**src/verilog/zx_defs.svh**
```systemverilog
// Memory subsystem macros: address width, region bases, store latency, 7FFD decode
`ifndef ZX_DEFS_SVH
`define ZX_DEFS_SVH

// ==========================================================================
// Physical address space
// ==========================================================================

// 256 KB byte space
`define ZX_PADDR_W        18

// Two 16 KB ROM banks above the 128 KB of RAM
`define ZX_ROM_BASE       18'h20000

// Tape image fills the rest of the space
`define ZX_TAPE_BASE      18'h28000
`define ZX_TAPE_LAST      18'h3FFFF

// ==========================================================================
// Timing and I/O decode
// ==========================================================================

// Cycles from request seen to ack in the store
`define ZX_MEM_LATENCY    2

// Paging port hit when A15 and A1 are both low
`define ZX_PAGE_PORT_MASK 16'h8002

`endif
```
**src/verilog/zx_pkg.sv**
```systemverilog
// Types for the memory subsystem: physical address and the 7FFD paging byte
`default_nettype none

`include "zx_defs.svh"

package zx_pkg;

	// Byte address into the shared store
	typedef logic [`ZX_PADDR_W-1:0] paddr_t;

	// 7FFD fields as the 128K hardware decodes them
	typedef struct packed {
		logic [1:0] unused;
		logic       lock;
		logic       rom_sel;
		// Shadow screen select, kept but not used for memory
		logic       screen;
		logic [2:0] ram_page;
	} page_fields_t;

	// Same byte seen as data written by the CPU or as paging fields
	typedef union packed {
		logic [7:0]   raw;
		page_fields_t f;
	} page_reg_u;

endpackage

`default_nettype wire

```
**src/verilog/mem_req_if.sv**
```systemverilog
// Four-phase byte memory channel with requester and responder views
`timescale 1ns/100ps
`default_nettype none

interface mem_req_if import zx_pkg::*; ();

	// Request side, held stable while req is high
	logic       req;
	logic       we;
	paddr_t     addr;
	logic [7:0] wdata;

	// Response side, rdata valid while ack is high
	logic       ack;
	logic [7:0] rdata;

	modport requester (
		output req,
		output we,
		output addr,
		output wdata,
		input  ack,
		input  rdata
	);

	modport responder (
		input  req,
		input  we,
		input  addr,
		input  wdata,
		output ack,
		output rdata
	);

endinterface

`default_nettype wire

```
**src/verilog/tape_fetch.sv**
```systemverilog
// Tape buffer reader: read pointer into the tape area and tape handshake
`timescale 1ns/100ps
`default_nettype none

`include "zx_defs.svh"

module tape_fetch import zx_pkg::*; (
	input  logic         clk_sys,
	input  logic         reset,
	input  logic         tape_req,
	input  logic         tape_rewind,
	output logic         tape_ack,
	output logic [7:0]   tape_data,
	mem_req_if.requester mem
);

	localparam logic [1:0] ST_IDLE = 2'd0;
	localparam logic [1:0] ST_MEM  = 2'd1;
	localparam logic [1:0] ST_ACK  = 2'd2;

	logic [1:0] state;
	logic       mem_req;
	paddr_t     tape_ptr;

	// Read only channel
	assign mem.req   = mem_req;
	assign mem.we    = 1'b0;
	assign mem.addr  = tape_ptr;
	assign mem.wdata = 8'h00;

	always_ff @(posedge clk_sys) begin
		if (reset) begin
			state    <= ST_IDLE;
			tape_ack <= 1'b0;
			mem_req  <= 1'b0;
			tape_ptr <= `ZX_TAPE_BASE;
		end else begin
			case (state)
				ST_IDLE: begin
					if (tape_req) begin
						mem_req <= 1'b1;
						state   <= ST_MEM;
					end else if (tape_rewind) begin
						tape_ptr <= `ZX_TAPE_BASE;
					end
				end
				ST_MEM: if (mem.ack) begin
					mem_req  <= 1'b0;
					tape_ack <= 1'b1;
					state    <= ST_ACK;
				end
				default: if (!tape_req && !mem.ack) begin
					tape_ack <= 1'b0;
					state    <= ST_IDLE;
					// Step to the next byte, wrap at the end of the image area
					if (tape_ptr == `ZX_TAPE_LAST)
						tape_ptr <= `ZX_TAPE_BASE;
					else
						tape_ptr <= tape_ptr + 1'b1;
				end
			endcase
		end
	end

	always_ff @(posedge clk_sys) begin
		if (state == ST_MEM && mem.ack)
			tape_data <= mem.rdata;
	end

endmodule

`default_nettype wire

```
**src/flat_wrapper.sv**
```systemverilog
// flat-port wrapper written by rule: the top's interface ports become plain ports
module tape_fetch_flat import zx_pkg::*;
  (clk_sys, reset, tape_req, tape_rewind, tape_ack, tape_data, mem_req, mem_we, mem_addr, mem_wdata, mem_ack, mem_rdata);
  mem_req_if mem_i ();
  input  logic clk_sys;
  input  logic reset;
  input  logic tape_req;
  input  logic tape_rewind;
  output logic tape_ack;
  output logic [7:0] tape_data;
  output wire logic [$bits(mem_i.req)-1:0] mem_req;
  output wire logic [$bits(mem_i.we)-1:0] mem_we;
  output wire logic [$bits(mem_i.addr)-1:0] mem_addr;
  output wire logic [$bits(mem_i.wdata)-1:0] mem_wdata;
  input wire logic [$bits(mem_i.ack)-1:0] mem_ack;
  input wire logic [$bits(mem_i.rdata)-1:0] mem_rdata;
  assign mem_req = mem_i.req;
  assign mem_we = mem_i.we;
  assign mem_addr = mem_i.addr;
  assign mem_wdata = mem_i.wdata;
  assign mem_i.ack = mem_ack;
  assign mem_i.rdata = mem_rdata;
  tape_fetch u_core (.clk_sys(clk_sys), .reset(reset), .tape_req(tape_req), .tape_rewind(tape_rewind), .tape_ack(tape_ack), .tape_data(tape_data), .mem(mem_i));
endmodule
```
**config.mk**
```make
export PLATFORM = sky130hd
export DESIGN_NAME = tape_fetch_flat
export DESIGN_NICKNAME = d
export VERILOG_FILES = /design/src/verilog/zx_pkg.sv /design/src/verilog/mem_req_if.sv /design/src/verilog/tape_fetch.sv /design/src/flat_wrapper.sv
export VERILOG_INCLUDE_DIRS = /design/src /design/src/verilog
export SDC_FILE = /design/constraint.sdc
export NUM_CORES = 1
export LEC_CHECK = 0
export ABC_AREA = 1
export BUFFER_PORTS_ARGS = -buffer_cell sky130_fd_sc_hd__buf_2
export CORE_ASPECT_RATIO = 0.75
export CORE_MARGIN = 2
export CORE_UTILIZATION = 30
export DETAILED_ROUTE_END_ITERATION = 6
export PLACE_DENSITY = 0.52
export SYNTH_ARGS = -nofsm -noshare
export SYNTH_HDL_FRONTEND = slang
export SYNTH_SLANG_ARGS = --single-unit
```
**constraint.sdc**
```tcl
create_clock -name clk_sys -period 1.9 [get_ports clk_sys]
set_clock_uncertainty 0.1 [all_clocks]
set_input_delay 0.095 -clock clk_sys [delete_from_list [all_inputs] [get_ports clk_sys]]
set_output_delay 0.095 -clock clk_sys [all_outputs]
set_load 0.01 [all_outputs]
```
## Word level (Yosys, flattened, before mapping)

Cells that the tools add are included.

- Equal/unequal tests: 6
- Muxes and demuxes: 15
- Reductions and logical operators: 13
- Add/subtract/negate cells: 1
- Bitwise gates (word level): 2

Operator list:

| kind | count |
|---|---|
| two-way mux 18 bit | 4 |
| case mux 18 bit (2 select lines) | 1 |
| adder 18 x 1 -> 18 bit (second input constant) | 1 |
| equality test 18 bit (second input constant) | 1 |
| AND reduction 3 bit | 3 |
| inequality test 2 bit (second input constant) | 4 |
| two-way mux 2 bit | 3 |
| nonzero test 2 bit | 3 |
| two-way mux 1 bit | 4 |
| case mux 1 bit (2 select lines) | 2 |
| case mux 2 bit (2 select lines) | 1 |
| AND reduction 4 bit | 1 |
| nonzero test 3 bit | 1 |
| equality test 2 x 1 -> 1 bit (second input constant) | 1 |
| logical AND 1 bit | 2 |
| logical NOT 1 bit | 2 |
| logical NOT 2 bit | 1 |
| inverter 1 bit | 2 |

- Register bits after elaboration: 30
- Bits of input ports: 13
- Output and inout port bits: 37

## Logic depth before layout (Yosys ltp)

- Word-level depth: 4
- Gate-level depth with buffers: 11
- Gate-level depth less buffers: 10

## Least setup slack after synthesis

No wires, ideal clock.

- Path kind: register to register
- From: register u_core.tape_ptr[0] (netlist: u_core.mem.addr[0])
- To: register u_core.tape_ptr[3] (netlist: u_core.mem.addr[3])
- Setup time: 0.117 ns
- Required time: 1.683 ns
- Slack: 0.260 ns
- Period minus slack after synthesis: 1.640 ns
- Cell stages (with the launch flop): 12
- Arrival: 1.423 ns
- Path through: dfxtp_1 > ha_1 > nand3_1 > nor2_1 > nand2_1 > nor2_2 > nand3_2 > nand2_2 > nand2_4 > nand2_4 > buf_12 > nor2_1

- Cells in the longest elaborated chain, start to end: 4
- Elaborated cells between the ends (all ways): 5
- Classes of those cells: add/sub: 1; eq/ne: 1; mux: 3

RTL lines:

| element | RTL line | text |
|---|---|---|
| start, declared | tape_fetch.sv:23 | `paddr_t tape_ptr;` |
| start signal, assigned | tape_fetch.sv:36 | `` tape_ptr <= `ZX_TAPE_BASE; `` |
| start signal, assigned | tape_fetch.sv:44 | `` tape_ptr <= `ZX_TAPE_BASE; `` |
| start signal, assigned | tape_fetch.sv:57 | `` tape_ptr <= `ZX_TAPE_BASE; `` |
| adder 18 x 1 -> 18 bit or equality test 18 bit (tied branches) | n/a |  |
| two-way mux 18 bit (*) | tape_fetch.sv:56 | `` if (tape_ptr == `ZX_TAPE_LAST) `` |
| two-way mux 18 bit (*) | tape_fetch.sv:52 | `default: if (!tape_req && !mem.ack) begin` |
| case mux 18 bit (2 select lines) (*) | tape_fetch.sv:38 | `case (state)` |

Mark *: on every way between the ends. The rest lies on a longest branch, timed or not. The select of a mux whose other input is x is not followed.
A chain may end at the register's enable or synchronous reset.

## Final worst setup path

- From: register u_core.tape_ptr[0] (netlist: u_core.mem.addr[0])
- To: register u_core.tape_ptr[12] (netlist: u_core.mem.addr[12])

Same word-level chain as after synthesis.

==> impl_metrics.toml <==
[power]
ir_drop_uv = 199
p_leak_nw = 0.860
pwr_density_cell_nw_per_um2 = 652

[worst_setup_path]
cp.arrival_ns = 1.75
r2r_slack_ns = 0.21
end_kind = "flop"
required_ns = 1.96
reg2reg_depth = 10
crit_path_end = "u_core.mem.addr[12]"
rr_startpoint = "u_core.mem.addr[0]"
crit_type = "flop to flop"
critPathMaxFanout = 12
startpoint = "u_core.mem.addr[0]"
start_kind = "flop"
max_stage_delay_ns = 0.40
r2r_end = "u_core.mem.addr[12]"
cpMaxStageDelayCell = "dfxtp_1"
crit_chain = "ha_1 > nand3_1 > nor2_1 > nand2_1 > nor2_2 > nand3_2 > nand2_2 > nand2_4 > nand2_4 > nor2_1"

[yosys]
synth-seq-cells = 30
synth_cell_types = 25
yosysWarnings = 0
syn_avg_cell_area_um2 = 7.75
netlist_area_um2 = 1540
synthCells = 199
ys_seq_area_share_pct = 44.2

[sta]
rsz0062_at_grt = "no"
tns_ns = 0
hold_viol = 0
finalCritPeriodShare_pct = 88.9
fmax_ghz = 0.592
fin_crit_ns = 1.69
finalSetupViolCount = 0
slew_viol_final = 0

[cells_and_area]
diodes = 0
fill_cells = 520
layout.cells.non_filler = 317
final_util_pct = 39.7
drive_gt1_share_pct = 24.9
area_delta_synth_final_pct = 26.9
final_cell_mix = "nand2_1, buf_2, nor2_1, inv_1, dfxtp_1"
fin_nets = 270

[routing]
finalWirelength_um = 3530
wire_per_inst_um = 11.1
via_per_inst = 4.45
drtAntennaViolNets = 0
drt_pass1_iterations = 5
first_iter_violations = 95
vias = 1412
drc = 0

[status]
outcome = "complete, no violations"

[cts]
clkSlewWorstSetupHoldPaths_ns = 0.06
cts_root_buf = "clkbuf_8"
clock-sinks = 30
cts.path.max_buffers = 2
htreeDepth = 2
clk_latency_ns = 0.27
cts_tree = "done"
cts-buffers-inserted = 5

[placed_design]
dp_cells = 300
port-buffer-count = 40
place_congestion = 0.760
place_hpwl_um = 2720

[die]
core_area_um2 = 4930
die_area_um2 = 5730
die_h_um = 66.1
ios = 50
start_util_pct = 31.3
chipWidth_um = 86.8
row_count = 22

[hold_path]
hold_class = "primary input to flop"

[grt]
grtUsageMet2_pct = 20.1
grt_pass1_vias = 1311
met1_usage_pct = 17.5
grt_pass1_wl_um = 5760
busiest_layer = "met2"
grt_max_degree = 17
grt_use_met3_pct = 4.74
grt_usage_pct = 13.2
antenna_found_initial = 0
grt_overflow = 0

[job]
drv_cap = 0
-- cells in the mapped netlist, drive strengths merged --
| cell | count | area, um^2 |
|---|---|---|
| o21ai | 4 | 20.0 |
| inv | 27 | 101 |
| nor2 | 35 | 154 |
| mux2i | 1 | 10.0 |
| a221oi | 1 | 8.76 |
| o21bai | 1 | 7.51 |
| nand3 | 13 | 70.1 |
| nand4 | 7 | 43.8 |
| o22ai | 1 | 6.26 |
| ha | 1 | 12.5 |
| nor3 | 3 | 15.0 |
| edfxtp | 8 | 240 |
| dfxtp | 22 | 440 |
| a21oi | 9 | 45.0 |
| conb | 1 | 3.75 |
| buf | 12 | 98.8 |
| xor2 | 7 | 61.3 |
| nand2 | 46 | 203 |
-- how the worst min path moves through the flow --
stage | end | slack, ns | from | cells past startpoint
after floorplan | u_core.tape_data[0] | 0.09 | mem_rdata[0] | 0
after global placement | u_core.tape_data[3] | 0.17 | mem_rdata[3] | 1
after detailed placement | u_core.tape_data[1] | 0.17 | mem_rdata[1] | 1
after CTS | u_core.state[1] | 0.01 | mem_ack | 3
after global routing | u_core.state[0] | 0.03 | tape_req | 3
final | u_core.state[1] | 0.02 | mem_ack | 3
-- final cells by class --
type / count / area [um^2] / area share, %
Multi-Input combinational cell: 138 / 691 / 35.3
Sequential cell: 30 / 681 / 34.8
Timing Repair Buffer: 54 / 328 / 16.8
Inverter: 27 / 101 / 5.18
Clock buffer: 8 / 80.1 / 4.09
Tap cell: 60 / 75.1 / 3.84
-- registers in the layout, summed over array words and instances (netlist names) --
register,flops
u_core.tape_ack,1
u_core.state,2
u_core.mem.addr,18
u_core.tape_data,8
u_core.mem.req,1
-- logic make-up after synthesis --
logic type | share of synthesized area [%]
other | 0.243
multiplexers | 0.649
buffers and inverters | 13.0
AO/OA/AOI/OAI | 5.68
AND/OR/NAND/NOR | 31.5
XOR/XNOR | 3.98
adder cells (fa/ha/maj) | 0.812
flip-flops | 44.2
-- per-stage QoR --
stage	total power, mW	cell area [um^2]	hold slack [ns]	setup WS (ns)
3_3_place_gp	0.795	1790	0.172	0.260
2_1_floorplan	0.781	1570	0.0939	0.260
3_5_place_dp	0.795	1790	0.173	0.202
4_1_cts	1.29	1960	0.0111	0.181
5_1_grt	1.34	1960	0.0270	0.00328
6_report	1.28	1960	0.0152	0.210
-- critical path: cells and delay by family (launching register included) --
kind	cells	cell delay, ns
flip-flops	1	0.40
adder cells (fa/ha/maj)	1	0.21
AND/OR/NAND/NOR	9	0.86
-- repair_timing --
| action | in CTS | in global routing |
|---|---|---|
| hold buffers | 9 | 0 |
| resized for setup | 0 | 0 |
| hold endpoints to repair | 12 | 0 |
| buffers inserted | 0 | 0 |
-- per-layer routing --
layer / vias up / part of all wire (%) / routed length [um]
li1: 732 / - / -
met1: 642 / 50 / 1760
met2: 36 / 43 / 1530
met3: 2 / 6.3 / 224
met4: 0 / 0.54 / 19
met5: - / 0 / 0
-- where the power goes --
part,total (mW),internal [mW],switching (mW)
combinational,0.116,0.0454,0.0707
sequential,0.679,0.672,0.00784
clock,0.480,0.260,0.220
total,1.28,0.977,0.298
Power figures use the tool's default switching activity.
