$ cat src/verilog/zx_defs.svh
// Memory subsystem macros: address width, region bases, store latency, 7FFD decode
`ifndef ZX_DEFS_SVH
`define ZX_DEFS_SVH

// ==========================================================================
// Physical address space
// ==========================================================================

// 256 KB byte space
`define ZX_PADDR_W        18

// Two 16 KB ROM banks above the 128 KB of RAM
`define ZX_ROM_BASE       18'h20000

// Tape image fills the rest of the space
`define ZX_TAPE_BASE      18'h28000
`define ZX_TAPE_LAST      18'h3FFFF

// ==========================================================================
// Timing and I/O decode
// ==========================================================================

// Cycles from request seen to ack in the store
`define ZX_MEM_LATENCY    2

// Paging port hit when A15 and A1 are both low
`define ZX_PAGE_PORT_MASK 16'h8002

`endif
$ cat src/verilog/zx_pkg.sv
// Types for the memory subsystem: physical address and the 7FFD paging byte
`default_nettype none

`include "zx_defs.svh"

package zx_pkg;

	// Byte address into the shared store
	typedef logic [`ZX_PADDR_W-1:0] paddr_t;

	// 7FFD fields as the 128K hardware decodes them
	typedef struct packed {
		logic [1:0] unused;
		logic       lock;
		logic       rom_sel;
		// Shadow screen select, kept but not used for memory
		logic       screen;
		logic [2:0] ram_page;
	} page_fields_t;

	// Same byte seen as data written by the CPU or as paging fields
	typedef union packed {
		logic [7:0]   raw;
		page_fields_t f;
	} page_reg_u;

endpackage

`default_nettype wire

$ cat src/verilog/mem_req_if.sv
// Four-phase byte memory channel with requester and responder views
`timescale 1ns/100ps
`default_nettype none

interface mem_req_if import zx_pkg::*; ();

	// Request side, held stable while req is high
	logic       req;
	logic       we;
	paddr_t     addr;
	logic [7:0] wdata;

	// Response side, rdata valid while ack is high
	logic       ack;
	logic [7:0] rdata;

	modport requester (
		output req,
		output we,
		output addr,
		output wdata,
		input  ack,
		input  rdata
	);

	modport responder (
		input  req,
		input  we,
		input  addr,
		input  wdata,
		output ack,
		output rdata
	);

endinterface

`default_nettype wire

$ cat src/verilog/page_ctrl.sv
// CPU side: 7FFD paging register, logical to physical map and CPU handshake
`timescale 1ns/100ps
`default_nettype none

`include "zx_defs.svh"

module page_ctrl import zx_pkg::*; (
	input  logic         clk_sys,
	input  logic         reset,
	input  logic         cpu_req,
	input  logic         cpu_we,
	input  logic         cpu_io,
	input  logic [15:0]  cpu_addr,
	input  logic [7:0]   cpu_wdata,
	output logic         cpu_ack,
	output logic [7:0]   cpu_rdata,
	mem_req_if.requester mem
);

	localparam logic [1:0] ST_IDLE = 2'd0;
	localparam logic [1:0] ST_MEM  = 2'd1;
	localparam logic [1:0] ST_ACK  = 2'd2;

	logic [1:0] state;
	page_reg_u  page_reg;
	logic       mem_req;
	logic       port_hit;
	logic       rom_write;
	logic       local_hit;
	paddr_t     paddr;

	assign port_hit  = (cpu_addr & `ZX_PAGE_PORT_MASK) == 16'h0000;
	assign rom_write = cpu_we && (cpu_addr[15:14] == 2'b00);
	// Accesses finished here without a trip to memory
	assign local_hit = cpu_io || rom_write;

	// 16 KB slots of the 128K map
	always_comb begin
		case (cpu_addr[15:14])
			2'b00:   paddr = `ZX_ROM_BASE + paddr_t'({page_reg.f.rom_sel, cpu_addr[13:0]});
			2'b01:   paddr = {1'b0, 3'd5, cpu_addr[13:0]};
			2'b10:   paddr = {1'b0, 3'd2, cpu_addr[13:0]};
			default: paddr = {1'b0, page_reg.f.ram_page, cpu_addr[13:0]};
		endcase
	end

	assign mem.req   = mem_req;
	assign mem.we    = cpu_we;
	assign mem.addr  = paddr;
	assign mem.wdata = cpu_wdata;

	always_ff @(posedge clk_sys) begin
		if (reset) begin
			state        <= ST_IDLE;
			cpu_ack      <= 1'b0;
			mem_req      <= 1'b0;
			page_reg.raw <= 8'h00;
		end else begin
			case (state)
				ST_IDLE: if (cpu_req) begin
					if (local_hit) begin
						// Locked paging ignores further 7FFD writes until reset
						if (cpu_io && cpu_we && port_hit && !page_reg.f.lock)
							page_reg.raw <= cpu_wdata;
						cpu_ack <= 1'b1;
						state   <= ST_ACK;
					end else begin
						mem_req <= 1'b1;
						state   <= ST_MEM;
					end
				end
				ST_MEM: if (mem.ack) begin
					mem_req <= 1'b0;
					cpu_ack <= 1'b1;
					state   <= ST_ACK;
				end
				// Memory ack must be low too before the CPU may start again
				default: if (!cpu_req && !mem.ack) begin
					cpu_ack <= 1'b0;
					state   <= ST_IDLE;
				end
			endcase
		end
	end

	// Read data, floating bus on I/O
	always_ff @(posedge clk_sys) begin
		if (state == ST_IDLE && cpu_req && local_hit)
			cpu_rdata <= 8'hFF;
		else if (state == ST_MEM && mem.ack)
			cpu_rdata <= mem.rdata;
	end

endmodule

`default_nettype wire

$ cat src/flat_wrapper.sv
// flat-port wrapper written by rule: the top's interface ports become plain ports
module page_ctrl_flat import zx_pkg::*;
  (clk_sys, reset, cpu_req, cpu_we, cpu_io, cpu_addr, cpu_wdata, cpu_ack, cpu_rdata, mem_req, mem_we, mem_addr, mem_wdata, mem_ack, mem_rdata);
  mem_req_if mem_i ();
  input  logic clk_sys;
  input  logic reset;
  input  logic cpu_req;
  input  logic cpu_we;
  input  logic cpu_io;
  input  logic [15:0] cpu_addr;
  input  logic [7:0] cpu_wdata;
  output logic cpu_ack;
  output logic [7:0] cpu_rdata;
  output wire logic [$bits(mem_i.req)-1:0] mem_req;
  output wire logic [$bits(mem_i.we)-1:0] mem_we;
  output wire logic [$bits(mem_i.addr)-1:0] mem_addr;
  output wire logic [$bits(mem_i.wdata)-1:0] mem_wdata;
  input wire logic [$bits(mem_i.ack)-1:0] mem_ack;
  input wire logic [$bits(mem_i.rdata)-1:0] mem_rdata;
  assign mem_req = mem_i.req;
  assign mem_we = mem_i.we;
  assign mem_addr = mem_i.addr;
  assign mem_wdata = mem_i.wdata;
  assign mem_i.ack = mem_ack;
  assign mem_i.rdata = mem_rdata;
  page_ctrl u_core (.clk_sys(clk_sys), .reset(reset), .cpu_req(cpu_req), .cpu_we(cpu_we), .cpu_io(cpu_io), .cpu_addr(cpu_addr), .cpu_wdata(cpu_wdata), .cpu_ack(cpu_ack), .cpu_rdata(cpu_rdata), .mem(mem_i));
endmodule
$ cat config.mk
export PLATFORM = sky130hd
export DESIGN_NAME = page_ctrl_flat
export DESIGN_NICKNAME = d
export VERILOG_FILES = /design/src/verilog/zx_pkg.sv /design/src/verilog/mem_req_if.sv /design/src/verilog/page_ctrl.sv /design/src/flat_wrapper.sv
export VERILOG_INCLUDE_DIRS = /design/src /design/src/verilog
export SDC_FILE = /design/constraint.sdc
export NUM_CORES = 1
export LEC_CHECK = 0
export BUFFER_PORTS_ARGS = -buffer_cell sky130_fd_sc_hd__buf_2
export CORE_AREA = 3 3 53 55
export DETAILED_ROUTE_END_ITERATION = 8
export DIE_AREA = 0 0 56 58
export PLACE_DENSITY = 0.85
export SLEW_MARGIN = 0
export SYNTH_ARGS = -nofsm -noshare
export SYNTH_HDL_FRONTEND = slang
export SYNTH_SLANG_ARGS = --single-unit
$ cat constraint.sdc
create_clock -name clk_sys -period 2.95 [get_ports clk_sys]
set_input_delay 0.1475 -clock clk_sys [delete_from_list [all_inputs] [get_ports clk_sys]]
set_output_delay 0.1475 -clock clk_sys [all_outputs]
set_load 0.01 [all_outputs]
Word-level counts from Yosys, hierarchy flattened
Cells that the tools add are included.
{"block": "word_totals", "reg_bits": 18, "output_inout_bits": 37, "word_cells": 49, "inputBits": 38}
{"block": "op_classes", "muxes": 15, "n_eq_ne": 7, "n_reduce_logical": 21, "n_addsub": 1}
{"cell": "$pmux W18 S3", "count": 1}
{"cell": "$add A18 B15 Y18 const A", "count": 1}
{"cell": "$logic_not A16 Y1", "count": 1}
{"cell": "$reduce_and A4 Y1", "count": 3}
{"cell": "$logic_and A1 B1 Y1", "count": 8}
{"cell": "$mux W2", "count": 4}
{"cell": "$mux W1", "count": 7}
{"cell": "$ne A2 B2 Y1 const B", "count": 3}
{"cell": "$eq A2 B1 Y1 const B", "count": 2}
{"cell": "$logic_not A2 Y1", "count": 2}
{"cell": "$pmux W1 S2", "count": 2}
{"cell": "$pmux W2 S2", "count": 1}
{"cell": "$logic_not A1 Y1", "count": 3}
{"cell": "$reduce_and A3 Y1", "count": 1}
{"cell": "$reduce_bool A3 Y1", "count": 1}
{"cell": "$eq A2 B2 Y1 const B", "count": 1}
{"cell": "$ne A2 B1 Y1 const B", "count": 1}
{"cell": "$reduce_bool A2 Y1", "count": 1}
{"cell": "$logic_or A1 B1 Y1", "count": 1}

Depth between registers and ports, before layout
{"block": "logic_depth", "depth_word": 6, "ltp_mapped": 5, "mapped_depth_nobuf": 3}

Worst setup path before layout
No wires, ideal clock.
{"block": "synth_timing", "kind": "register to register", "startpoint": "register u_core.state[0]", "endpoint": "register u_core.page_reg[0] (netlist bit)", "period_less_slack_ns": 1.143, "n_path_buf": 2, "setup_ns": 0.072, "required_ns": 2.878, "path_slack_ns": 1.807, "arrival_ns": 1.071, "stages_incl_launch_ff": 6, "path_cell_list": "dfxtp_1 -> buf_6 -> nor3b_2 -> and4_1 -> buf_6 -> mux2i_1"}
{"block": "synth_between", "elab_chain_cells": 2}
{"element": "from (decl)", "line_no": "page_ctrl.sv:24", "source": "logic [1:0] state;"}
{"element": "from (signal assigned)", "line_no": "page_ctrl.sv:54", "source": "state <= ST_IDLE;"}
{"element": "from (signal assigned)", "line_no": "page_ctrl.sv:66", "source": "state <= ST_ACK;"}
{"element": "from (signal assigned)", "line_no": "page_ctrl.sv:69", "source": "state <= ST_MEM;"}
{"element": "$logic_not A2 Y1", "line_no": "page_ctrl.sv:59", "source": "case (state)"}
{"element": "$reduce_and A4 Y1 (no line)"}
{"element": "to (decl)", "line_no": "page_ctrl.sv:25", "source": "page_reg_u page_reg;"}
No other way between the ends.
A chain may end at the register's enable or synchronous reset.

Final worst setup path
{"block": "layout_timing", "startpoint": "register u_core.state[0]", "endpoint": "register u_core.page_reg[1] (netlist bit)"}
The elaborated chain is that of the path after synthesis.

==> reports/metrics.yaml <==
drt:
  via_per_inst: 4.71
  drc: 0
  ant_nets: 0
  drtIter0Drc: 16
  drt_wl_total_um: 2020
  vias: 763
  avgRoutedWirePerCell_um: 12.5
  detail_route.first_pass.iterations: 4
final_layout:
  final_common_cell: "buf_2"
  final_cell_mix: "buf_2 (42), nand2_1 (25), dfxtp_1 (17)"
  largest_reg_flops: 8
  nets: 171
  fin_util: 0.420
  nFillCells: 259
  diodes: 0
  area_delta_synth_final_pct: 7.94
  drive_above_1_share: 0.379
worst_setup_path:
  worstSetupPathType: "flop to flop"
  start_kind: "flop"
  cp.arrival_ps: 1510
  crit_required_ps: 3180
  timing.rr.start: "u_core.state[0]$_SDFFE_PP0P_"
  cpPeakStageDelay_ps: 390
  cp-end-kind: "flop"
  reg2reg_setup_slack_ps: 1670
  rr_endpoint: "u_core.page_reg[1]$_SDFFE_PP0P_"
  r2r_cells: 3
  slowest_stage: "dfxtp_1"
  crit_chain: "nor3b_2 > and4_1 > mux2i_1"
  worstPathMaxFanout: 8
timing:
  final.setup.tns_ps: 0
  tightest_slew_ps: 547
  report.final.slew_viol_count: 0
  slew_headroom: 0.633
  rsz0062_at_grt: "false"
  clock.fmax_mhz: 778
  finalHoldViolCount: 0
  period_needed_ps: 1280
  period_share: 0.435
  fin_ws_ps: 1670
  hold_slack_ps: 56.0
  fin_skew_ps: 4.48
  setup_viol_count_final: 0
yosys:
  synth_seq_cells: 17
  seq_area_frac_synth: 0.360
  synthCells: 113
  syn_nets: 151
  syn_area_um2: 946
  avgSynthCellArea_um2: 8.37
  ys.flop_type: "dfxtp_1"
  yosysWarningCount: 0
  synth.distinct_cells: 27
  synth_edf_count: 0
  synthArstFlopShare: 0
power:
  cellPowerDensity_nw_per_um2: 498
  leakage_uw: 0.000489
  p_clk_frac: 0.252
  swShare: 0.297
  power.switching_uw: 151
  power.internal_uw: 357
  vdd_drop_max_uv: 302
  p_total_uw: 508
  seqPwrFrac: 0.528
  power_frac_comb: 0.219
floorplan:
  start_util: 0.389
  row_count: 18
  die_h_um: 58
  die_x_um: 56
  coreArea_um2: 2430
  io_pins: 75
  dieArea_um2: 3250
global_routing:
  grt_pass1_vias: 665
  grt_antenna_before_repair: 0
  overflow: 0
  grt_max_degree: 12
  grt_first_pass_wirelength_um: 3150
  gr-usage-all-layers: 0.124
clocking:
  post-cts-setup-buffers: 0
  hold_buffers: 0
  cts_buffers: 3
  htree_num_levels: 1
  clk_path_buf_depth: 2
  clkSinkCount: 17
  clkSlewWorstSetupHoldPaths_ps: 110
  clk_latency_ps: 290
  root_buffer: "clkbuf_4"
  tritoncts: "built"
  post_cts_resized: 0
placed_design:
  dp_hpwl_um: 1640
  place.port_buffers: 42
  dp_slack_ps: 1700
  gp_congestion: 0.774
hold_path:
  timing.hold.worst.start: "mem_rdata[1]"
  hold_path.class: "input port to flop"
  holdPathStages: 3
  min_delay_worst_endpoint: "u_core.cpu_rdata[1]$_SDFFE_PP1P_"
flow_run:
  cap_violations: 0
status:
  outcome: "finished clean"
-- metrics by stage --
step	area [um2]	instances
CTS	1020	162
floorplan	946	113
global route	1020	162
detailed placement	991	158
finish	1020	162
global placement	991	158
-- cells in the mapped netlist, types with 2 or more instances --
master    instances  area share
a21oi_1           3       0.016
a22o_1            2       0.019
buf_4            23        0.18
buf_6             2       0.024
clkbuf_1          2      0.0079
dfxtp_1          17        0.36
inv_1             4       0.016
mux2i_1           4       0.042
nand2_1          25       0.099
nand3_1           8       0.042
nor2b_1           3       0.020
nor3b_2           2       0.026
o21ai_0           4       0.021
-- kinds of logic after synthesis --
logic type,synth area share
buf+inv,0.230
simple gates,0.258
flops,0.360
mux,0.0423
compound gates,0.110
-- cell type report --
type | instances | area [um2] | area share
multi-input combinational | 65 | 388 | 0.380
sequential | 17 | 340 | 0.333
timing repair buffer | 42 | 210 | 0.206
tap | 30 | 37.5 | 0.0368
clock buffer | 3 | 22.5 | 0.0221
inverter | 4 | 15.0 | 0.0147
clock inverter | 1 | 7.51 | 0.00735
-- power groups by stage --
| stage | Clock, uW | Combinational (uW) | Sequential [uW] |
|---|---|---|---|
| after detailed placement | 0 | 114 | 273 |
| after CTS | 135 | 113 | 269 |
| after floorplan | 0 | 81.4 | 281 |
| after global placement | 0 | 111 | 273 |
| final | 128 | 112 | 269 |
| after global routing | 144 | 124 | 272 |
-- worst max path at each step --
stage,start,endpoint,slack (ps)
after global placement,u_core.state[0]$_SDFFE_PP0P_,u_core.page_reg[1]$_SDFFE_PP0P_,1740
after detailed placement,u_core.state[0]$_SDFFE_PP0P_,u_core.page_reg[2]$_SDFFE_PP0P_,1700
final,u_core.state[0]$_SDFFE_PP0P_,u_core.page_reg[1]$_SDFFE_PP0P_,1670
after global routing,u_core.state[0]$_SDFFE_PP0P_,u_core.page_reg[2]$_SDFFE_PP0P_,1580
after floorplan,u_core.state[0]$_SDFFE_PP0P_,u_core.page_reg[0]$_SDFFE_PP0P_,1810
after CTS,u_core.state[0]$_SDFFE_PP0P_,u_core.page_reg[1]$_SDFFE_PP0P_,1680
-- per-layer routing --
metal / track usage / vias to the layer above / wire, um
met4: 0.0542 / 0 / 24
met5: 0 / - / 0
met3: 0.0579 / 2 / 208
met1: 0.133 / 336 / 780
li1: - / 391 / -
met2: 0.209 / 34 / 1010
-- worst max-delay path: cells and delay by family (launching register included) --
| family | cells | cell delay [ps] |
|---|---|---|
| DFF | 1 | 390 |
| muxes | 1 | 220 |
| and+or+nand+nor | 2 | 620 |
(Power assumes the default switching activity.)
