## src/verilog/zx_defs.svh

```systemverilog
// Memory subsystem macros: address width, region bases, store latency, 7FFD decode
`ifndef ZX_DEFS_SVH
`define ZX_DEFS_SVH

// ==========================================================================
// Physical address space
// ==========================================================================

// 256 KB byte space
`define ZX_PADDR_W        18

// Two 16 KB ROM banks above the 128 KB of RAM
`define ZX_ROM_BASE       18'h20000

// Tape image fills the rest of the space
`define ZX_TAPE_BASE      18'h28000
`define ZX_TAPE_LAST      18'h3FFFF

// ==========================================================================
// Timing and I/O decode
// ==========================================================================

// Cycles from request seen to ack in the store
`define ZX_MEM_LATENCY    2

// Paging port hit when A15 and A1 are both low
`define ZX_PAGE_PORT_MASK 16'h8002

`endif
```

## src/verilog/zx_pkg.sv

```systemverilog
// Types for the memory subsystem: physical address and the 7FFD paging byte
`default_nettype none

`include "zx_defs.svh"

package zx_pkg;

	// Byte address into the shared store
	typedef logic [`ZX_PADDR_W-1:0] paddr_t;

	// 7FFD fields as the 128K hardware decodes them
	typedef struct packed {
		logic [1:0] unused;
		logic       lock;
		logic       rom_sel;
		// Shadow screen select, kept but not used for memory
		logic       screen;
		logic [2:0] ram_page;
	} page_fields_t;

	// Same byte seen as data written by the CPU or as paging fields
	typedef union packed {
		logic [7:0]   raw;
		page_fields_t f;
	} page_reg_u;

endpackage

`default_nettype wire

```

## src/verilog/mem_req_if.sv

```systemverilog
// Four-phase byte memory channel with requester and responder views
`timescale 1ns/100ps
`default_nettype none

interface mem_req_if import zx_pkg::*; ();

	// Request side, held stable while req is high
	logic       req;
	logic       we;
	paddr_t     addr;
	logic [7:0] wdata;

	// Response side, rdata valid while ack is high
	logic       ack;
	logic [7:0] rdata;

	modport requester (
		output req,
		output we,
		output addr,
		output wdata,
		input  ack,
		input  rdata
	);

	modport responder (
		input  req,
		input  we,
		input  addr,
		input  wdata,
		output ack,
		output rdata
	);

endinterface

`default_nettype wire

```

## src/verilog/mem_arbiter.sv

```systemverilog
// Fixed-priority arbiter: loader over tape over CPU onto one memory channel
`timescale 1ns/100ps
`default_nettype none

module mem_arbiter (
	input  logic         clk_sys,
	input  logic         reset,
	mem_req_if.responder load_ch,
	mem_req_if.responder tape_ch,
	mem_req_if.responder cpu_ch,
	mem_req_if.requester mem_ch
);

	// One-hot grant bit positions
	localparam int G_LOAD = 2;
	localparam int G_TAPE = 1;
	localparam int G_CPU  = 0;

	logic [2:0] grant;
	logic [2:0] reqs;
	logic       granted_req;

	assign reqs        = {load_ch.req, tape_ch.req, cpu_ch.req};
	assign granted_req = |(grant & reqs);

	// ==========================================================================
	// Grant state
	// ==========================================================================

	always_ff @(posedge clk_sys) begin
		if (reset) begin
			grant <= 3'b000;
		end else if (grant == 3'b000) begin
			if (reqs[G_LOAD])
				grant <= 3'b100;
			else if (reqs[G_TAPE])
				grant <= 3'b010;
			else if (reqs[G_CPU])
				grant <= 3'b001;
		end else if (!granted_req && !mem_ch.ack) begin
			// Channel back at idle on both sides
			grant <= 3'b000;
		end
	end

	// ==========================================================================
	// Request routing
	// ==========================================================================

	always_comb begin
		mem_ch.req   = 1'b0;
		mem_ch.we    = 1'b0;
		mem_ch.addr  = cpu_ch.addr;
		mem_ch.wdata = cpu_ch.wdata;
		if (grant[G_LOAD]) begin
			mem_ch.req   = load_ch.req;
			mem_ch.we    = load_ch.we;
			mem_ch.addr  = load_ch.addr;
			mem_ch.wdata = load_ch.wdata;
		end else if (grant[G_TAPE]) begin
			mem_ch.req   = tape_ch.req;
			mem_ch.we    = tape_ch.we;
			mem_ch.addr  = tape_ch.addr;
			mem_ch.wdata = tape_ch.wdata;
		end else if (grant[G_CPU]) begin
			mem_ch.req   = cpu_ch.req;
			mem_ch.we    = cpu_ch.we;
			mem_ch.addr  = cpu_ch.addr;
			mem_ch.wdata = cpu_ch.wdata;
		end
	end

	// Response goes back to the granted peer only
	assign load_ch.ack   = grant[G_LOAD] & mem_ch.ack;
	assign tape_ch.ack   = grant[G_TAPE] & mem_ch.ack;
	assign cpu_ch.ack    = grant[G_CPU] & mem_ch.ack;
	assign load_ch.rdata = grant[G_LOAD] ? mem_ch.rdata : 8'h00;
	assign tape_ch.rdata = grant[G_TAPE] ? mem_ch.rdata : 8'h00;
	assign cpu_ch.rdata  = grant[G_CPU] ? mem_ch.rdata : 8'h00;

endmodule

`default_nettype wire

```

## src/flat_wrapper.sv

```systemverilog
// flat-port wrapper written by rule: the top's interface ports become plain ports
module mem_arbiter_flat 
  (clk_sys, reset, load_ch_req, load_ch_we, load_ch_addr, load_ch_wdata, load_ch_ack, load_ch_rdata, tape_ch_req, tape_ch_we, tape_ch_addr, tape_ch_wdata, tape_ch_ack, tape_ch_rdata, cpu_ch_req, cpu_ch_we, cpu_ch_addr, cpu_ch_wdata, cpu_ch_ack, cpu_ch_rdata, mem_ch_req, mem_ch_we, mem_ch_addr, mem_ch_wdata, mem_ch_ack, mem_ch_rdata);
  mem_req_if load_ch_i ();
  mem_req_if tape_ch_i ();
  mem_req_if cpu_ch_i ();
  mem_req_if mem_ch_i ();
  input  logic clk_sys;
  input  logic reset;
  input wire logic [$bits(load_ch_i.req)-1:0] load_ch_req;
  input wire logic [$bits(load_ch_i.we)-1:0] load_ch_we;
  input wire logic [$bits(load_ch_i.addr)-1:0] load_ch_addr;
  input wire logic [$bits(load_ch_i.wdata)-1:0] load_ch_wdata;
  output wire logic [$bits(load_ch_i.ack)-1:0] load_ch_ack;
  output wire logic [$bits(load_ch_i.rdata)-1:0] load_ch_rdata;
  input wire logic [$bits(tape_ch_i.req)-1:0] tape_ch_req;
  input wire logic [$bits(tape_ch_i.we)-1:0] tape_ch_we;
  input wire logic [$bits(tape_ch_i.addr)-1:0] tape_ch_addr;
  input wire logic [$bits(tape_ch_i.wdata)-1:0] tape_ch_wdata;
  output wire logic [$bits(tape_ch_i.ack)-1:0] tape_ch_ack;
  output wire logic [$bits(tape_ch_i.rdata)-1:0] tape_ch_rdata;
  input wire logic [$bits(cpu_ch_i.req)-1:0] cpu_ch_req;
  input wire logic [$bits(cpu_ch_i.we)-1:0] cpu_ch_we;
  input wire logic [$bits(cpu_ch_i.addr)-1:0] cpu_ch_addr;
  input wire logic [$bits(cpu_ch_i.wdata)-1:0] cpu_ch_wdata;
  output wire logic [$bits(cpu_ch_i.ack)-1:0] cpu_ch_ack;
  output wire logic [$bits(cpu_ch_i.rdata)-1:0] cpu_ch_rdata;
  output wire logic [$bits(mem_ch_i.req)-1:0] mem_ch_req;
  output wire logic [$bits(mem_ch_i.we)-1:0] mem_ch_we;
  output wire logic [$bits(mem_ch_i.addr)-1:0] mem_ch_addr;
  output wire logic [$bits(mem_ch_i.wdata)-1:0] mem_ch_wdata;
  input wire logic [$bits(mem_ch_i.ack)-1:0] mem_ch_ack;
  input wire logic [$bits(mem_ch_i.rdata)-1:0] mem_ch_rdata;
  assign load_ch_i.req = load_ch_req;
  assign load_ch_i.we = load_ch_we;
  assign load_ch_i.addr = load_ch_addr;
  assign load_ch_i.wdata = load_ch_wdata;
  assign load_ch_ack = load_ch_i.ack;
  assign load_ch_rdata = load_ch_i.rdata;
  assign tape_ch_i.req = tape_ch_req;
  assign tape_ch_i.we = tape_ch_we;
  assign tape_ch_i.addr = tape_ch_addr;
  assign tape_ch_i.wdata = tape_ch_wdata;
  assign tape_ch_ack = tape_ch_i.ack;
  assign tape_ch_rdata = tape_ch_i.rdata;
  assign cpu_ch_i.req = cpu_ch_req;
  assign cpu_ch_i.we = cpu_ch_we;
  assign cpu_ch_i.addr = cpu_ch_addr;
  assign cpu_ch_i.wdata = cpu_ch_wdata;
  assign cpu_ch_ack = cpu_ch_i.ack;
  assign cpu_ch_rdata = cpu_ch_i.rdata;
  assign mem_ch_req = mem_ch_i.req;
  assign mem_ch_we = mem_ch_i.we;
  assign mem_ch_addr = mem_ch_i.addr;
  assign mem_ch_wdata = mem_ch_i.wdata;
  assign mem_ch_i.ack = mem_ch_ack;
  assign mem_ch_i.rdata = mem_ch_rdata;
  mem_arbiter u_core (.clk_sys(clk_sys), .reset(reset), .load_ch(load_ch_i), .tape_ch(tape_ch_i), .cpu_ch(cpu_ch_i), .mem_ch(mem_ch_i));
endmodule
```

## config.mk

```make
export PLATFORM = sky130hd
export DESIGN_NAME = mem_arbiter_flat
export DESIGN_NICKNAME = d
export VERILOG_FILES = /design/src/verilog/zx_pkg.sv /design/src/verilog/mem_req_if.sv /design/src/verilog/mem_arbiter.sv /design/src/flat_wrapper.sv
export VERILOG_INCLUDE_DIRS = /design/src /design/src/verilog
export SDC_FILE = /design/constraint.sdc
export NUM_CORES = 1
export LEC_CHECK = 0
export BUFFER_PORTS_ARGS = -buffer_cell sky130_fd_sc_hd__buf_4
export CAP_MARGIN = 15
export CORE_UTILIZATION = 26
export DETAILED_ROUTE_END_ITERATION = 10
export PLACE_DENSITY = 0.87
export RECOVER_POWER = 100
export SKIP_CTS_REPAIR_TIMING = 1
export SYNTH_ARGS = -nofsm -noshare
export SYNTH_HDL_FRONTEND = slang
export SYNTH_SLANG_ARGS = --single-unit
```

## constraint.sdc

```tcl
create_clock -name clk_sys -period 1.2 [get_ports clk_sys]
set_input_delay 0.24 -clock clk_sys [delete_from_list [all_inputs] [get_ports clk_sys]]
set_output_delay 0.24 -clock clk_sys [all_outputs]
set_load 0.1 [all_outputs]
```

==> results of run 1 <==
## synthesized netlist by cell type, drive strengths merged (2+ instances only)
| cell | instances | area [µm²] |
|---|---|---|
| buf | 10 | 75.1 |
| nand2 | 29 | 109 |
| clkbuf | 3 | 11.3 |
| o21ai | 28 | 140 |
| and2 | 27 | 169 |
| mux2i | 26 | 260 |
| dfxtp | 3 | 60.1 |
| and3b | 2 | 17.5 |
| a21oi | 4 | 20.0 |
| inv | 2 | 7.51 |
## through the flow
step	area, µm²	setup WS (ps)	TNS (ps)	std cells	utilization, %
after global placement	2570	-265	-7290	335	75.8
after floorplan	1360	-451	-11180	140	-
after detailed placement	2570	-289	-7980	335	75.8
after CTS	2600	-543	-22060	339	76.6
## cell families after synthesis
family,after synthesis,synth area share (%)
simple gates,60,33.7
compound gates,36,21.9
mux,26,27.9
buf+inv,15,10.1
flops,3,6.44
==> summary.md, run 1 <==
| Metric | Value |
|---|---|
| Status | `stopped before the end` |
| Halt Stage | `global routing (5_1_grt)` |
| Error msg | `[ERROR DPL-0033] detailed placement checks failed during check placement.` |
| Initial Util | `~28%` |
| Mapped Cells | `140` |
| Syn_nets | `235` |
| Largest net degree at the start of global routing | `25` |
| Number of enable flip-flop cells after synthesis | `0` |
| Cts bufs inserted | `3` |
| Seq cells post-synth | `3` |
| Syn Area/Cell | `6.66 µm²` |
| Share of synthesized flip-flops with an asynchronous set or reset | `0%` |
| GRT repair_timing worst endpoint | `mem_ch_addr[12]` |
| Clock root cell | `clkbuf_4` |
| Initial antenna violation count | `0` |
| Netlist Area Pre-Place | `~930 µm²` |
| HPWL Detailed | `3.45 mm` |
| Post-synthesis sequential area ratio | `6.44%` |
| I/O pin cnt | `150` |
| PortBufs | `149` |
| Worst ep type | `primary output` |
| GPL Wtd Cong | `0.754` |
| Htree depth | `1` |
| Worst-case clock buffer depth | `2` |
| Yosys warns | `0` |
| # rows | `21` |
| Die width | `61.9 µm` |
| Clock Sinks | `3` |
| Netlist cell types | `20` |
| Die Ht | `61.9 µm` |
| Synth Flop Type | `dfxtp_1` |
==> run 2: changes to the inputs <==
--- a/config.mk
+++ b/config.mk
@@ -8,9 +8,9 @@
 export LEC_CHECK = 0
 export BUFFER_PORTS_ARGS = -buffer_cell sky130_fd_sc_hd__buf_4
 export CAP_MARGIN = 15
-export CORE_UTILIZATION = 26
+export CORE_UTILIZATION = 25
 export DETAILED_ROUTE_END_ITERATION = 10
-export PLACE_DENSITY = 0.87
+export PLACE_DENSITY_LB_ADDON = 0.15
 export RECOVER_POWER = 100
 export SKIP_CTS_REPAIR_TIMING = 1
 export SYNTH_ARGS = -nofsm -noshare
==> constraint.sdc (replaced) <==
create_clock -name clk_sys -period 1.6 [get_ports clk_sys]
set_input_delay 0.32 -clock clk_sys [delete_from_list [all_inputs] [get_ports clk_sys]]
set_output_delay 0.32 -clock clk_sys [all_outputs]
set_load 0.1 [all_outputs]
==> summary.md, run 2 <==
| Metric | Value |
|---|---|
| Status | `finished, violations left` |
| Failing checks | `setup timing` |
| Die width | `63.1 µm (+1.9%)` |
| Leak | `1.35 nW` |
| Worst-case clock buffer depth | `2 (unchanged)` |
| First-pass GRT wire length | `approximately 6.6 mm` |
| Hold Path Class | `primary input to register` |
| Initial Util | `27.1% (-0.42 points)` |
| Clock slew at reported path FFs | `40 ps` |
| Synth Flop Type | `dfxtp_1` |
| Slew at the pin closest to its max-slew limit | `303 ps` |
| MaxCap Viol Count | `0` |
| Max rail drop VDD | `roughly 0.53 mV` |
| Top post-synthesis cells by area | `mux2i_1 (28%), and2_1 (18%), nand2_1 (12%), o21ai_0 (11%), dfxtp_1 (6.4%)` |
| Synth area leader | `mux2i_1` |
| Htree depth | `1 (unchanged)` |
| Max_slew headroom | `79.3%` |
| Footprint of the multi-input gates | `about 1200 µm²` |
| Worst stage delay on the critical path | `360 ps` |
| Latest clock arrival within the worst-skew pair | `220 ps` |
| Largest net degree at the start of global routing | `33` |
| Number of remaining DRC errors | `0` |
| Flop pwr share | `slightly above 4%` |
| Cells along the critical path | `buf_4 -> mux2i_1 -> o21ai_2 -> buf_4` |
| Area Overhead vs Synth | `208%` |
| Commonest non-fill, non-tap cell in the layout | `buf_4` |
| Synth top area share | `27.9% (unchanged)` |
| # diodes | `0` |
| Final ANT Viol Nets | `0` |
| Adder-cell area share of the yosys netlist | `0% (unchanged)` |
| Fmax | `0.582 GHz` |
| Clk_skew | `5.74 ps` |
| Fin crit share | `107%` |
| Drt pass-1 iters | `4` |
| Share of cells above drive strength 1 | `84.2%` |
| Yosys warns | `0 (unchanged)` |
| WL final | `5.40 mm` |
| Clock power share | `10.4%` |
| Vias in the first global route | `1439` |
| Setup Total Neg Slack | `-1870 ps` |
| Mapped Cells | `140 (unchanged)` |
| Largest registers | `u_core.grant x3` |
| Core footprint | `3440 µm²` |
| Required @ worst endpoint | `1280 ps` |
| Logic pwr share | `85.6%` |
| Cts bufs inserted | `3 (unchanged)` |
| Die area | `3980 µm²` |
| Switching Power | `1.29 mW` |
| Initial antenna violation count | `0` |
| HPWL Detailed | `3.58 mm (+3.7%)` |
| CTS tree | `yes` |
| Number of enable flip-flop cells after synthesis | `0 (unchanged)` |
| Most Frequent Cell on Critical Path | `buf_4` |
| Final setup margin | `-118 ps` |
| Clock root cell | `clkbuf_8` |
| Netlist Area Pre-Place | `932 µm² (unchanged)` |
| PortBufs | `149 (unchanged)` |
| Total grt overflow | `0` |
| Syn Area/Cell | `6.66 µm² (unchanged)` |
| Most common cell in the netlist | `nand2_1` |
| Top delay family on crit path | `buffers and inverters` |
| Commonest non-fill, non-tap cells in the layout | `buf_4 (126), nand2_1 (29), buf_6 (28)` |
| # rows | `21 (unchanged)` |
| Final setup violation count | `29` |
| Vias | `1650` |
| CP max-delay cell | `dfxtp_2` |
| Crit path arrival time | `1400 ps` |
| Maximum fanout along the worst path | `8` |
| RSZ-0062 raised after global routing | `true` |
| Synth Area in Simple Gates | `33.7% (unchanged)` |
| Critical path endpoint category | `output pin` |
| Post-synthesis sequential area ratio | `6.44% (unchanged)` |
| Fillers | `207` |
| Mux cell area share after synthesis | `27.9% (unchanged)` |
| Post-synth top cells | `nand2_1 (29), and2_1 (27), mux2i_1 (26)` |
| PwrDens | `761 nW/µm²` |
| Largest family of logic cells by synthesized area | `simple AND/OR/NAND/NOR gates` |
| Switching portion of total power | `between 50% and 60%` |
| Critical path buffers and inverters | `2` |
| Gr usage total | `20.6%` |
| Seq cells post-synth | `3 (unchanged)` |
| Layout net count | `394` |
| Netlist cell types | `20 (unchanged)` |
| Clock Sinks | `3 (unchanged)` |
| Final Hold Vio Count | `0` |
| Share of synthesized flip-flops with an asynchronous set or reset | `0% (unchanged)` |
| Critical Path Start Type | `register` |
| Synth Area in XOR/XNOR | `0% (unchanged)` |
| Max Slew Vio Count | `0` |
| Biggest register | `u_core.grant` |
| Syn_nets | `235 (unchanged)` |
| Worst hold slack | `277 ps` |
| Compound-Gate Fraction of Synth Area | `21.9% (unchanged)` |
| I/O pin cnt | `150 (unchanged)` |
| Max FFs per register | `3` |
| Sequential cell area | `65.1 µm²` |
| Routed len/inst | `15.7 µm` |
| Average via count per standard cell | `roughly 4.8` |
| Fin crit period | `1720 ps` |
| Int Pwr | `~890 µW` |
| Final core utilization | `83.5%` |
| DR iter-0 viols | `78` |
| GPL Wtd Cong | `0.719 (-4.6%)` |
| Die Ht | `63.1 µm (+1.9%)` |
| Setup CP Type | `register to output pin` |
==> run 2: cell counts after synthesis <==
No cell type changed its count.
==> run 2: worst paths after layout <==
| kind | cells past startpoint | startpoint | endpoint | slack [ps] |
|---|---|---|---|---|
| max | 4 | u_core.grant[1]$_SDFFE_PP0P_ | mem_ch_addr[9] | -120 |
| min | 2 | reset | u_core.grant[2]$_SDFFE_PP0P_ | 280 |
| max reg2reg | 5 | u_core.grant[1]$_SDFFE_PP0P_ | u_core.grant[0]$_SDFFE_PP0P_ | 200 |
| min reg2reg | 2 | u_core.grant[0]$_SDFFE_PP0P_ | u_core.grant[0]$_SDFFE_PP0P_ | 720 |
==> run 2: cell type report <==
type | count | area share (%)
flip-flops and latches | 3 | 2.26
multi-input cells | 122 | 41.2
inverters | 2 | 0.261
well taps | 46 | 2.00
repair buffers | 167 | 52.7
clock buffers | 4 | 1.57
==> run 2: metal layers <==
layer  up-vias  GRT usage (%)  routed length (µm)
met3         8           5.07                 383
li1        796              -                   -
met2        83           37.4                2990
met1       763           22.9                1930
met4         0           6.98                  96
met5         -              0                   0
==> run 2: per-stage QoR <==
step / total power, mW / std cells / area, µm² / setup slack (ps)
after detailed placement: 1.73 / 329 / 2410 / 35.5
after global routing: 2.26 / 344 / 2880 / -198
after floorplan: 1.33 / 140 / 1240 / -273
final: 2.19 / 344 / 2880 / -118
after CTS: 1.96 / 333 / 2460 / -202
after global placement: 1.72 / 329 / 2410 / 80.8
==> run 2: cells by family after synthesis <==
| group | count (synthesis) |
|---|---|
| compound gates | 36 |
| mux | 26 |
| flops | 3 |
| simple gates | 60 |
| buf+inv | 15 |
==> run 2: power groups by stage <==
| stage | Clock [mW] | Sequential (mW) | Combinational (mW) |
|---|---|---|---|
| floorplan | 0 | 0.0855 | 1.24 |
| global placement | 0 | 0.0959 | 1.62 |
| detailed placement | 0 | 0.0956 | 1.63 |
| CTS | 0.229 | 0.0949 | 1.64 |
| global route | 0.237 | 0.0900 | 1.93 |
| finish | 0.227 | 0.0889 | 1.87 |
Note: power is estimated with default switching activity, not from simulation.
